## config.mk

```make
export PLATFORM = sky130hd
export DESIGN_NAME = multi_issue_dispatch
export DESIGN_NICKNAME = d
export VERILOG_FILES = /design/src/verilog/dispatch_pkg.sv /design/src/verilog/rr_prio_enc.sv /design/src/verilog/multi_rr_arb.sv /design/src/verilog/issue_credit_ctrl.sv /design/src/verilog/issue_lane_stage.sv /design/src/verilog/multi_issue_dispatch.sv
export SDC_FILE = /design/constraint.sdc
export NUM_CORES = 1
export LEC_CHECK = 0
export ABC_CLOCK_PERIOD_IN_PS = 5100
export BUFFER_PORTS_ARGS = -buffer_cell sky130_fd_sc_hd__buf_2
export CAP_MARGIN = 10
export CORE_UTILIZATION = 40
export DETAILED_ROUTE_END_ITERATION = 8
export SLEW_MARGIN = 20
export SYNTH_ARGS = -nofsm -noshare
export SYNTH_HDL_FRONTEND = slang
export SYNTH_SLANG_ARGS = --single-unit
```

## constraint.sdc

```tcl
create_clock -name clk -period 5.1 [get_ports clk]
set_clock_uncertainty 0.15 [all_clocks]
set_input_delay 1.02 -clock clk [delete_from_list [all_inputs] [get_ports clk]]
set_output_delay 1.02 -clock clk [all_outputs]
set_load 0.05 [all_outputs]
```

## src/verilog/dispatch_pkg.sv

```systemverilog
/* Dispatch sizes and types */

package dispatch_pkg;

  // ------------------------------------------------------------------
  // Sizes
  // ------------------------------------------------------------------

  // Number of requesters feeding the dispatcher
  localparam int NUM_REQ = 6;

  // Number of issue lanes, which also caps the grants made in one cycle
  localparam int MAX_GRANT = 3;

  // Depth of the credit pool shared by all lanes
  localparam int CREDIT_MAX = 4;

  // Width of one command word
  localparam int CMD_W = 16;

  // Enough bits to name any of the six requesters
  localparam int REQ_IDX_W = 3;

  // Holds a grant count or allowance from 0 up to MAX_GRANT
  localparam int GNT_CNT_W = 2;

  // Holds a credit count from 0 up to CREDIT_MAX
  localparam int CREDIT_W = 3;

  // ------------------------------------------------------------------
  // Types
  // ------------------------------------------------------------------
  typedef logic [CMD_W-1:0]     cmd_t;
  typedef logic [REQ_IDX_W-1:0] req_idx_t;
  typedef logic [NUM_REQ-1:0]   req_vec_t;
  typedef logic [GNT_CNT_W-1:0] gnt_cnt_t;

endpackage

```

## src/verilog/rr_prio_enc.sv

```systemverilog
/* Rotating multi-result priority encoder */

module rr_prio_enc import dispatch_pkg::*; (
  input  logic                       clk,
  input  logic                       rst_n,
  input  req_vec_t                   in_req,
  input  req_vec_t                   lowest_prio,
  output req_vec_t [MAX_GRANT-1:0]   out_grants
);

  req_idx_t                 lp_idx;
  req_idx_t                 start_idx;
  req_vec_t                 rot_req;
  req_vec_t [MAX_GRANT-1:0] rot_pick;

  // Turn the one-hot lowest priority marker into a binary index
  always_comb begin
    lp_idx = '0;
    for (int i = 0; i < NUM_REQ; i++) begin
      if (lowest_prio[i]) lp_idx = req_idx_t'(i);
    end
  end

  // The search begins one above the lowest priority index and wraps at NUM_REQ
  assign start_idx = (lp_idx == req_idx_t'(NUM_REQ - 1)) ? '0 : lp_idx + 1'b1;

  // Rotate right so the highest priority requester lands on bit 0
  assign rot_req = req_vec_t'({in_req, in_req} >> start_idx);

  // Peel off the lowest set bit once per result slot
  always_comb begin
    req_vec_t remaining;
    remaining = rot_req;
    for (int j = 0; j < MAX_GRANT; j++) begin
      // Two's complement trick isolates the lowest one
      rot_pick[j] = remaining & (~remaining + req_vec_t'(1));
      remaining   = remaining & ~rot_pick[j];
    end
  end

  // Rotate each pick left by the same amount to return to requester numbering
  always_comb begin
    logic [2*NUM_REQ-1:0] wide;
    for (int j = 0; j < MAX_GRANT; j++) begin
      wide          = {rot_pick[j], rot_pick[j]} << start_idx;
      out_grants[j] = wide[2*NUM_REQ-1:NUM_REQ];
    end
  end

  // ------------------------------------------------------------------
  // Assertions
  // ------------------------------------------------------------------
  for (genvar j = 0; j < MAX_GRANT; j++) begin : g_slot_chk
    slot_onehot0_a: assert property (@(posedge clk) disable iff (!rst_n)
      $onehot0(out_grants[j]));
    for (genvar k = j + 1; k < MAX_GRANT; k++) begin : g_pair_chk
      // Two slots never name the same requester
      slot_disjoint_a: assert property (@(posedge clk) disable iff (!rst_n)
        (out_grants[j] & out_grants[k]) == '0);
    end
  end

  // The priority register upstream must always hold exactly one marker
  lowest_prio_onehot_a: assert property (@(posedge clk) disable iff (!rst_n)
    $onehot(lowest_prio));

endmodule

```

## src/verilog/multi_rr_arb.sv

```systemverilog
/* Multi-grant round-robin arbiter */

module multi_rr_arb import dispatch_pkg::*; (
  input  logic                      clk,
  input  logic                      rst_n,
  input  req_vec_t                  request,
  input  gnt_cnt_t                  grant_allowed,
  input  logic                      prio_update_en,
  output req_vec_t                  grant,
  output req_vec_t [MAX_GRANT-1:0]  grant_ordered,
  output gnt_cnt_t                  grant_count
);

  // ------------------------------------------------------------------
  // Candidate grants
  // ------------------------------------------------------------------
  req_vec_t [MAX_GRANT-1:0]       all_grants;
  logic     [MAX_GRANT-1:0]       slot_valid;
  logic     [$clog2(NUM_REQ+1)-1:0] req_count;
  gnt_cnt_t                       last_sel;
  req_vec_t                       lowest_prio;
  req_vec_t                       lowest_prio_next;
  logic                           prio_update;

  // The encoder hands back the first MAX_GRANT requesters in rotating order
  rr_prio_enc u_prio_enc (
    .clk         (clk),
    .rst_n       (rst_n),
    .in_req      (request),
    .lowest_prio (lowest_prio),
    .out_grants  (all_grants)
  );

  // Unary decode of the allowance, filling from slot 0 upward
  // An allowance of 2 opens slots 0 and 1 and keeps slot 2 shut
  for (genvar j = 0; j < MAX_GRANT; j++) begin : g_slot_valid
    assign slot_valid[j]    = grant_allowed > gnt_cnt_t'(j);
    assign grant_ordered[j] = slot_valid[j] ? all_grants[j] : '0;
  end

  // Merge the ordered view into a flat grant vector
  always_comb begin
    grant = '0;
    for (int j = 0; j < MAX_GRANT; j++) begin
      grant = grant | grant_ordered[j];
    end
  end

  // ------------------------------------------------------------------
  // Grant count
  // ------------------------------------------------------------------

  // Population count of the request vector
  always_comb begin
    req_count = '0;
    for (int i = 0; i < NUM_REQ; i++) begin
      req_count = req_count + request[i];
    end
  end

  // Grants are limited by whichever is smaller, demand or allowance
  assign grant_count = (req_count <= grant_allowed) ? gnt_cnt_t'(req_count) : grant_allowed;

  // ------------------------------------------------------------------
  // Priority state
  // ------------------------------------------------------------------

  // The last granted slot becomes the new lowest priority
  assign last_sel         = grant_count - 1'b1;
  assign lowest_prio_next = grant_ordered[last_sel];

  // Only move the pointer when allowed and something was actually granted
  assign prio_update = prio_update_en && (grant_count != '0);

  // Index NUM_REQ-1 starts as lowest, so index 0 wins first
  always_ff @(posedge clk or negedge rst_n) begin
    if (!rst_n) begin
      lowest_prio <= {1'b1, {(NUM_REQ - 1){1'b0}}};
    end else if (prio_update) begin
      lowest_prio <= lowest_prio_next;
    end
  end

  // ------------------------------------------------------------------
  // Assertions
  // ------------------------------------------------------------------

  // The credit block must never offer more grants than there are lanes
  allowed_in_range_a: assert property (@(posedge clk) disable iff (!rst_n)
    grant_allowed <= gnt_cnt_t'(MAX_GRANT));

  // Flat grant and reported count agree, so lanes and credits see the same number
  grant_count_match_a: assert property (@(posedge clk) disable iff (!rst_n)
    $countones(grant) == grant_count);

  // A grant only goes to a requester that is asking
  grant_subset_a: assert property (@(posedge clk) disable iff (!rst_n)
    (grant & ~request) == '0);

endmodule

```

## src/verilog/issue_credit_ctrl.sv

```systemverilog
/* Issue credit pool */

module issue_credit_ctrl import dispatch_pkg::*; (
  input  logic                clk,
  input  logic                rst_n,
  input  gnt_cnt_t            grant_count,
  input  logic                credit_return,
  output gnt_cnt_t            grant_allowed,
  output logic [CREDIT_W-1:0] credits
);

  logic [CREDIT_W-1:0] credits_next;

  // ------------------------------------------------------------------
  // Credit counter
  // ------------------------------------------------------------------

  // Issued commands consume credits and a return pulse gives one back
  // The arbiter never grants past the allowance, so this cannot go negative
  assign credits_next = credits - CREDIT_W'(grant_count) + CREDIT_W'(credit_return);

  // The pool starts full
  always_ff @(posedge clk or negedge rst_n) begin
    if (!rst_n) begin
      credits <= CREDIT_W'(CREDIT_MAX);
    end else begin
      credits <= credits_next;
    end
  end

  // ------------------------------------------------------------------
  // Allowance
  // ------------------------------------------------------------------

  // Saturate to the lane count, since the pool can be deeper than the lanes
  // A returned credit only shows up here once it is in the register
  assign grant_allowed = (credits >= CREDIT_W'(MAX_GRANT)) ? gnt_cnt_t'(MAX_GRANT)
                                                           : gnt_cnt_t'(credits);

  // ------------------------------------------------------------------
  // Assertions
  // ------------------------------------------------------------------

  // Counter stays within the pool size over any sequence of grants and returns
  credits_bound_a: assert property (@(posedge clk) disable iff (!rst_n)
    credits <= CREDIT_W'(CREDIT_MAX));

  // The consumer cannot hand back a credit that was never taken
  no_return_when_full_a: assert property (@(posedge clk) disable iff (!rst_n)
    credit_return |-> (credits < CREDIT_W'(CREDIT_MAX)));

endmodule

```

## src/verilog/issue_lane_stage.sv

```systemverilog
/* Issue lane output registers */

module issue_lane_stage import dispatch_pkg::*; (
  input  logic                      clk,
  input  logic                      rst_n,
  input  req_vec_t [MAX_GRANT-1:0]  grant_ordered,
  input  cmd_t     [NUM_REQ-1:0]    cmd_in,
  output logic     [MAX_GRANT-1:0]  lane_valid,
  output cmd_t     [MAX_GRANT-1:0]  lane_cmd,
  output req_idx_t [MAX_GRANT-1:0]  lane_src
);

  logic     [MAX_GRANT-1:0] slot_hit;
  req_idx_t [MAX_GRANT-1:0] slot_idx;
  cmd_t     [MAX_GRANT-1:0] slot_cmd;

  // ------------------------------------------------------------------
  // Per-lane select
  // ------------------------------------------------------------------

  // Each slot is one-hot or empty, so ORing the set positions gives its index
  always_comb begin
    for (int j = 0; j < MAX_GRANT; j++) begin
      slot_idx[j] = '0;
      for (int i = 0; i < NUM_REQ; i++) begin
        if (grant_ordered[j][i]) slot_idx[j] = slot_idx[j] | req_idx_t'(i);
      end
    end
  end

  for (genvar j = 0; j < MAX_GRANT; j++) begin : g_lane_sel
    assign slot_hit[j] = |grant_ordered[j];
    // Pick the command of the requester that owns this slot
    assign slot_cmd[j] = cmd_in[slot_idx[j]];
  end

  // ------------------------------------------------------------------
  // Lane registers
  // ------------------------------------------------------------------

  // Valid is a single-cycle pulse per grant
  always_ff @(posedge clk or negedge rst_n) begin
    if (!rst_n) begin
      lane_valid <= '0;
    end else begin
      lane_valid <= slot_hit;
    end
  end

  // Payload only loads on a grant and otherwise keeps its last value
  always_ff @(posedge clk) begin
    for (int j = 0; j < MAX_GRANT; j++) begin
      if (slot_hit[j]) begin
        lane_cmd[j] <= slot_cmd[j];
        lane_src[j] <= slot_idx[j];
      end
    end
  end

  // Lanes fill from lane 0 because the arbiter packs grants in priority order
  for (genvar j = 1; j < MAX_GRANT; j++) begin : g_lane_chk
    lane_contiguous_a: assert property (@(posedge clk) disable iff (!rst_n)
      lane_valid[j] |-> lane_valid[j-1]);
  end

endmodule

```

## src/verilog/multi_issue_dispatch.sv

```systemverilog
/* Multi-issue dispatcher top level */

module multi_issue_dispatch import dispatch_pkg::*; (
  input  logic                      clk,
  input  logic                      rst_n,
  input  req_vec_t                  request,
  input  cmd_t     [NUM_REQ-1:0]    cmd_in,
  input  logic                      prio_update_en,
  input  logic                      credit_return,
  output req_vec_t                  grant,
  output gnt_cnt_t                  grant_count,
  output logic     [MAX_GRANT-1:0]  lane_valid,
  output cmd_t     [MAX_GRANT-1:0]  lane_cmd,
  output req_idx_t [MAX_GRANT-1:0]  lane_src,
  output logic     [CREDIT_W-1:0]   credits
);

  // Allowance from the credit pool into the arbiter
  gnt_cnt_t                 grant_allowed;
  // Grants in priority order, one slot per lane
  req_vec_t [MAX_GRANT-1:0] grant_ordered;

  // ------------------------------------------------------------------
  // Arbitration
  // ------------------------------------------------------------------
  multi_rr_arb u_arb (
    .clk            (clk),
    .rst_n          (rst_n),
    .request        (request),
    .grant_allowed  (grant_allowed),
    .prio_update_en (prio_update_en),
    .grant          (grant),
    .grant_ordered  (grant_ordered),
    .grant_count    (grant_count)
  );

  // Grant count feeds back here and is charged at the next edge
  issue_credit_ctrl u_credit (
    .clk           (clk),
    .rst_n         (rst_n),
    .grant_count   (grant_count),
    .credit_return (credit_return),
    .grant_allowed (grant_allowed),
    .credits       (credits)
  );

  // ------------------------------------------------------------------
  // Output lanes
  // ------------------------------------------------------------------
  issue_lane_stage u_lanes (
    .clk           (clk),
    .rst_n         (rst_n),
    .grant_ordered (grant_ordered),
    .cmd_in        (cmd_in),
    .lane_valid    (lane_valid),
    .lane_cmd      (lane_cmd),
    .lane_src      (lane_src)
  );

endmodule

```

# [Yosys cells after proc, flatten, opt, wreduce, memory -nomap -nowiden]
# Cells that the tools add are included.
[word_totals] register_bits=69 latchBits=0 mem_bits_rw=0 romBits=0 in_bits=106 output_inout_bits=71 wordCells=86 n_memories=0
[classes] add_sub_neg=12 multipliers=0 div=0 n_lt_le_gt_ge=9 n_eq_ne=1 shift=4 muxes=34 n_bitwise=12 reduce_logical=5
[op_table] cell="$bmux W16 S3" count=3
[op_table] cell="$mux W16" count=3
[op_table] cell="$shl A12 B3 Y12" count=3
[op_table] cell="$mux W3" count=11
[op_table] cell="$and A6 B6 Y6" count=5
[op_table] cell="$not A6 Y6" count=5
[op_table] cell="$mux W6" count=4
[op_table] cell="$add A6 B1 Y6 const B" count=3
[op_table] cell="$reduce_or A6 Y1" count=3
[op_table] cell="$mux W2" count=8
[op_table] cell="$add A3 B1 Y3" count=5
[op_table] cell="$bmux W6 S2" count=1
[op_table] cell="$lt A3 B4 Y1 const B" count=3
[op_table] cell="$or A6 B6 Y6" count=2
[op_table] cell="$shr A12 B3 Y6" count=1
[op_table] cell="$gt A2 B1 Y1 const B" count=2
[op_table] cell="$mux W1" count=4
[op_table] cell="$add A3 B1 Y3 const B" count=1
[op_table] cell="$eq A3 B3 Y1 const B" count=1
[op_table] cell="$ge A3 B2 Y1 const B" count=1
[op_table] cell="$le A3 B2 Y1" count=1
[op_table] cell="$lt A2 B3 Y1 const B" count=1
[op_table] cell="$sub A3 B2 Y3" count=1
[op_table] cell="$add A1 B1 Y2" count=1
[op_table] cell="other kinds (4)" count=4

# [Depth between registers and ports, before layout]
[depth] depth_word=30 depth_mapped=19 mapped_depth_nobuf=18

# [Modules after synthesis]
# A second synthesis with hierarchy kept.
[hier_totals] hier_cells=714 hier_area_um2=6931.6
[by_module_without_submodules] module="issue_lane_stage" n_inst=1 cells_each=370 area_per_inst_um2=4458.0
[by_module_without_submodules] module="rr_prio_enc" n_inst=1 cells_each=232 area_per_inst_um2=1476.4
[by_module_without_submodules] module="multi_rr_arb" n_inst=1 cells_each=98 area_per_inst_um2=813.3
[by_module_without_submodules] module="issue_credit_ctrl" n_inst=1 cells_each=14 area_per_inst_um2=183.9

# [Least setup slack after synthesis]
# No wires, ideal clock.
[synth_path] path_kind="input -> register" start="input request[0]" end="register u_credit.credits[2]" setup_time_ps=76 arrival_ps=5705 slack_ps=-831 path_stages=18 cell_sequence="ha_1 inv_1 fa_1 fa_1 inv_1 fa_1 ha_1 a21oi_1 a21oi_1 or2_2 mux2i_1 ha_1 inv_1 ha_1 inv_1 fa_1 xnor2_1 xnor2_1"
[synth_via] elab_chain_len=9
[synth_lines] element="start, declared" line_no="multi_issue_dispatch.sv:6" rtl="input req_vec_t request,"
[synth_lines] element="$add A1 B1 Y2 *" line_no="multi_rr_arb.sv:57" rtl="req_count = req_count + request[i];"
[synth_lines] element="$add A3 B1 Y3 * (4 in series)" line_no="multi_rr_arb.sv:57"
[synth_lines] element="$le A3 B2 Y1" line_no="multi_rr_arb.sv:62" rtl="assign grant_count = (req_count <= grant_allowed) ? gnt_cnt_t'(req_count) : grant_allowed;"
[synth_lines] element="$mux W2 *" line_no="multi_rr_arb.sv:62"
[synth_lines] element="via grant_count[0]" line_no="multi_issue_dispatch.sv:11" rtl="output gnt_cnt_t grant_count,"
[synth_lines] element="$sub A3 B2 Y3 *" line_no="issue_credit_ctrl.sv:20" rtl="assign credits_next = credits - CREDIT_W'(grant_count) + CREDIT_W'(credit_return);"
[synth_lines] element="$add A3 B1 Y3 *" line_no="issue_credit_ctrl.sv:20"
[synth_lines] element="via u_credit.credits_next[2]" line_no="issue_credit_ctrl.sv:12" rtl="logic [CREDIT_W-1:0] credits_next;"
[synth_lines] element="end signal, assigned" line_no="issue_credit_ctrl.sv:25" rtl="credits <= CREDIT_W'(CREDIT_MAX);"
[synth_lines] element="end signal, assigned" line_no="issue_credit_ctrl.sv:27" rtl="credits <= credits_next;"
[synth_lines] element="end, declared" line_no="issue_credit_ctrl.sv:9" rtl="output logic [CREDIT_W-1:0] credits"
# Mark *: on every way through the listed nets, which the timed path passes. The rest lies on a longest branch.
# A chain may end at the register's enable or synchronous reset.

# [Worst setup path after layout]
[layout_path] start="register u_arb.lowest_prio[5]" end="output grant[2]"
[layout_via] elab_chain_len=20 word_cells_on_any_way=26 classes_between="add/sub: 4; eq/ne: 1; shift: 4; mux: 5; bitwise: 12"
[layout_lines] element="start, declared" line_no="multi_rr_arb.sv:21" rtl="req_vec_t lowest_prio;"
[layout_lines] element="start signal, assigned" line_no="multi_rr_arb.sv:78" rtl="lowest_prio <= {1'b1, {(NUM_REQ - 1){1'b0}}};"
[layout_lines] element="start signal, assigned" line_no="multi_rr_arb.sv:80" rtl="lowest_prio <= lowest_prio_next;"
[layout_lines] element="$mux W3 *" line_no="rr_prio_enc.sv:20" rtl="if (lowest_prio[i]) lp_idx = req_idx_t'(i);"
[layout_lines] element="$add A3 B1 Y3 / $eq A3 B3 Y1 (equally long branches)" line_no="rr_prio_enc.sv:25" rtl="assign start_idx = (lp_idx == req_idx_t'(NUM_REQ - 1)) ? '0 : lp_idx + 1'b1;"
[layout_lines] element="$mux W3 *" line_no="rr_prio_enc.sv:25"
[layout_lines] element="$shr A12 B3 Y6" line_no="rr_prio_enc.sv:28" rtl="assign rot_req = req_vec_t'({in_req, in_req} >> start_idx);"
[layout_lines] element="$not A6 Y6" line_no="rr_prio_enc.sv:36" rtl="rot_pick[j] = remaining & (~remaining + req_vec_t'(1));"
[layout_lines] element="$add A6 B1 Y6" line_no="rr_prio_enc.sv:36"
[layout_lines] element="$and A6 B6 Y6" line_no="rr_prio_enc.sv:36"
[layout_lines] element="$not A6 Y6" line_no="rr_prio_enc.sv:37" rtl="remaining = remaining & ~rot_pick[j];"
[layout_lines] element="[4 not listed]"
[layout_lines] element="$not A6 Y6" line_no="rr_prio_enc.sv:37"
[layout_lines] element="$and A6 B6 Y6" line_no="rr_prio_enc.sv:37"
[layout_lines] element="$not A6 Y6" line_no="rr_prio_enc.sv:36"
[layout_lines] element="$add A6 B1 Y6" line_no="rr_prio_enc.sv:36"
[layout_lines] element="$and A6 B6 Y6" line_no="rr_prio_enc.sv:36"
[layout_lines] element="$shl A12 B3 Y12" line_no="rr_prio_enc.sv:45" rtl="wide = {rot_pick[j], rot_pick[j]} << start_idx;"
[layout_lines] element="$mux W6" line_no="multi_rr_arb.sv:38" rtl="assign grant_ordered[j] = slot_valid[j] ? all_grants[j] : '0;"
[layout_lines] element="$or A6 B6 Y6 *" line_no="multi_rr_arb.sv:45" rtl="grant = grant | grant_ordered[j];"
[layout_lines] element="end, declared" line_no="multi_issue_dispatch.sv:10" rtl="output req_vec_t grant,"
# Every way passes the cells marked *; elsewhere a longest branch is shown, timed or not.

==> load_flow_metrics.sql <==
INSERT INTO impl_metrics (metric_group, metric, value, unit) VALUES
('status', 'outcome', 'finished, violations left', ''),
('status', 'failing_checks', 'DRC', ''),
('synthesis', 'synth.yosys.seq_area_share', '26.5', '%'),
('worst_setup_path', 'slowest_delay', '690', 'ps'),
('synthesis', 'ys_seq_elements', '68', ''),
('clocking', 'clock-sinks', '68', ''),
('sta', 'setup_viol', '0', ''),
('cells_and_area', 'share_of_post_route_cells_with_drive_strength_above_1', '39.2', '%'),
('synthesis', 'netlist-cell-type-count', '93', ''),
('clocking', 'cts_made_buffers', '9', ''),
('clocking', 'cts.clk_slew.worst_paths', '70', 'ps'),
('detailed_routing', 'postRouteWirelength', '29300', 'um'),
('placed_design', 'place.port_buffers', '176', ''),
('grt', 'gr-usage-all-layers', '29.5', '%'),
('worst_setup_path', 'cpMaxStageDelayCell', 'sky130_fd_sc_hd__dfstp_4', ''),
('placed_design', 'dpl_worst_slack', '-82.2', 'ps'),
('synthesis', 'synth_edf_count', '57', ''),
('worst_setup_path', 'r2r_slack', '480', 'ps'),
('cells_and_area', 'finalNetCount', '1224', ''),
('synthesis', 'syn_nets', '992', ''),
('floorplan', 'die_extent_in_y', '139', 'um'),
('floorplan', 'fp.dieW', '139', 'um'),
('cells_and_area', 'fillerInstances', '1744', ''),
('floorplan', 'start_util', '41.3', '%'),
('synthesis', 'yosysTopAreaCell', 'sky130_fd_sc_hd__edfxtp_1', ''),
('synthesis', 'post_synth_main_area_contributors', 'sky130_fd_sc_hd__edfxtp_1 23%, sky130_fd_sc_hd__mux2i_1 9.1%, sky130_fd_sc_hd__nand2_1 4.9%, sky130_fd_sc_hd__a21oi_1 3.1%, sky130_fd_sc_hd__and3_1 3.0%', ''),
('clocking', 'clock_tree.root_cell', 'sky130_fd_sc_hd__clkbuf_16', ''),
('placed_design', 'detailed_place_hpwl', '21200', 'um'),
('sta', 'max_slew_margin', '35.5', '%'),
('clocking', 'cts-htree-levels', '3', ''),
('worst_setup_path', 'cp.required', '3930', 'ps'),
('floorplan', 'rows', '49', ''),
('grt', 'grt_max_degree', '50', ''),
('worst_setup_path', 'crit_path_max_fanout', '11', ''),
('detailed_routing', 'vias_cell', '6.23', ''),
('clocking', 'cts_tree', 'yes', ''),
('cells_and_area', 'mostFrequentLayoutCells', '169 x sky130_fd_sc_hd__buf_2, 116 x sky130_fd_sc_hd__buf_4, 98 x sky130_fd_sc_hd__nand2_1', ''),
('cells_and_area', 'most_common_cell_after_layout_fill_and_taps_aside', 'sky130_fd_sc_hd__buf_2', ''),
('worst_setup_path', 'r2r-start', 'u_arb.lowest_prio[5]', ''),
('sta', 'slew_of_the_pin_with_the_lowest_slew_margin', '964', 'ps'),
('sta', 'layout_worst_path_cycle_share', '99.0', '%'),
('detailed_routing', 'drt_pass1_iterations', '9', ''),
('worst_setup_path', 'crit_path_start_kind', 'flip-flop', ''),
('cells_and_area', 'area.growth.synth_to_final', '32.5', '%'),
('worst_setup_path', 'timing.reg2reg.worst_path_depth', '12', ''),
('worst_setup_path', 'cp-end-kind', 'output port', ''),
('synthesis', 'yosys_most_used_dff', 'sky130_fd_sc_hd__edfxtp_1', ''),
('worst_setup_path', 'regToRegEndpoint', 'u_lanes.lane_cmd[7]', ''),
('detailed_routing', 'detailedRoute.firstIterationViolations', '738', ''),
('floorplan', 'io_pins', '177', ''),
('synthesis', 'asyncSetResetFlopFracSynth', '16.2', '%'),
('worst_setup_path', 'path_common_cell', 'sky130_fd_sc_hd__nand2b_1', ''),
('synthesis', 'post_synth_inst_count', '875', ''),
('detailed_routing', 'ant_nets', '0', ''),
('sta', 'min_period', '5050', 'ps'),
('detailed_routing', 'vias_after_detailed_routing', '8365', ''),
('clocking', 'holdBufCountCts', '0', ''),
('placed_design', 'routabilityCongestion', '0.943', ''),
('sta', 'slew_viol_final', '0', ''),
('grt', 'grt_pass1_vias', '7804', ''),
('synthesis', 'netlist.area_leader.share', '22.8', '%'),
('grt', 'grt_overflow_total', '0', ''),
('grt', 'grt_first_pass_wirelength', '44700', 'um'),
('sta', 'timing.final.hold_violations', '0', ''),
('clocking', 'cts.path.max_buffers', '2', ''),
('floorplan', 'coreArea', '18200', 'um2'),
('detailed_routing', 'drc', '19', ''),
('worst_setup_path', 'critPathKind', 'reg2out', ''),
('clocking', 'insertion_delay', '350', 'ps'),
('job', 'max_cap_violations', '0', ''),
('worst_setup_path', 'worstPathArrival', '3880', 'ps');
## critical path: cells and delay by family, from the launching register on
family                 cells  cell delay (ps)
AND/OR/NAND/NOR            5             1480
multiplexers               1              110
flip-flops                 1              690
buffers and inverters      1              240
AO/OA/AOI/OAI              3             1010
## cells by family (layout without fill, tap and decap cells)
family / Yosys count / count (layout) / share of synthesized area [%]
AO/OA/AOI/OAI: 283 / 283 / 28.8
XOR/XNOR: 6 / 6 / 0.699
adder cells (fa/ha/maj): 12 / 12 / 2.36
buffers and inverters: 103 / 340 / 6.88
flip-flops: 68 / 68 / 26.5
multiplexers: 86 / 86 / 11.8
other: 0 / 2 / 0
AND/OR/NAND/NOR: 317 / 317 / 23.0
## layer usage
layer	global-route usage (%)	wire, um
met1	38.8	12100
met2	49.3	14100
met3	3.28	2190
met4	12.2	905
met5	0	0
## what timing repair did
item / CTS / global route
pin swaps: 0 / 6
endpoints found under the setup margin: 8 / 9
resized for setup: 10 / 44
buffers inserted: 1 / 9
## worst max-delay path by stage
stage,start,endpoint,cells after the start
2_1_floorplan,request[0],u_credit.credits[2],18
3_3_place_gp,request[5],grant[1],13
3_5_place_dp,request[0],grant_count[0],13
4_1_cts,request[0],grant_count[0],13
5_1_grt,u_arb.lowest_prio[5],grant[5],14
6_report,u_arb.lowest_prio[5],grant[2],10
## cells in the mapped netlist (all sizes together), types with 12 or more instances
master / number
nor2: 34
nor3: 36
o21bai: 19
and3: 36
a31o: 18
nor4: 19
a221oi: 23
clkbuf: 36
nand2: 99
a21oi: 48
mux2i: 68
edfxtp: 57
a211oi: 23
nand3: 38
mux2: 18
nand2b: 12
inv: 22
o211a: 16
buf: 44
o21ai: 43
a31oi: 29
## through the flow
stage / area (um2) / std cells / utilization, % / hold slack (ps) / setup TNS [ps]
6_report: 9960 / 1343 / 54.7 / 379 / 0
2_1_floorplan: 7570 / 875 / - / 470 / -115
3_5_place_dp: 9340 / 1315 / 51.3 / 390 / -217
3_3_place_gp: 9340 / 1315 / 51.3 / 383 / -171
4_1_cts: 9710 / 1332 / 53.3 / 386 / 0
5_1_grt: 9960 / 1343 / 54.7 / 391 / -37.7
## flip-flops by register name, summed over array words and instances, names as in the netlist
register,cells
u_lanes.lane_valid,3
u_lanes.lane_src,9
u_lanes.lane_cmd,48
u_credit.credits,3
u_arb.lowest_prio,5
## area by class of cell
cell class / instances / area (um2) / share of cell area (%)
Antenna cell: 2 / 5.00 / 0.0503
Clock buffer: 9 / 225 / 2.26
Clock inverter: 7 / 100 / 1.01
Inverter: 23 / 88.8 / 0.892
Multi-Input combinational cell: 704 / 5280 / 53.0
Sequential cell: 68 / 2000 / 20.1
Tap cell: 229 / 287 / 2.88
Timing Repair Buffer: 301 / 1980 / 19.9
Power is not shown: default switching activity piles up to over one toggle a cycle in this logic, so the estimate is an artifact.
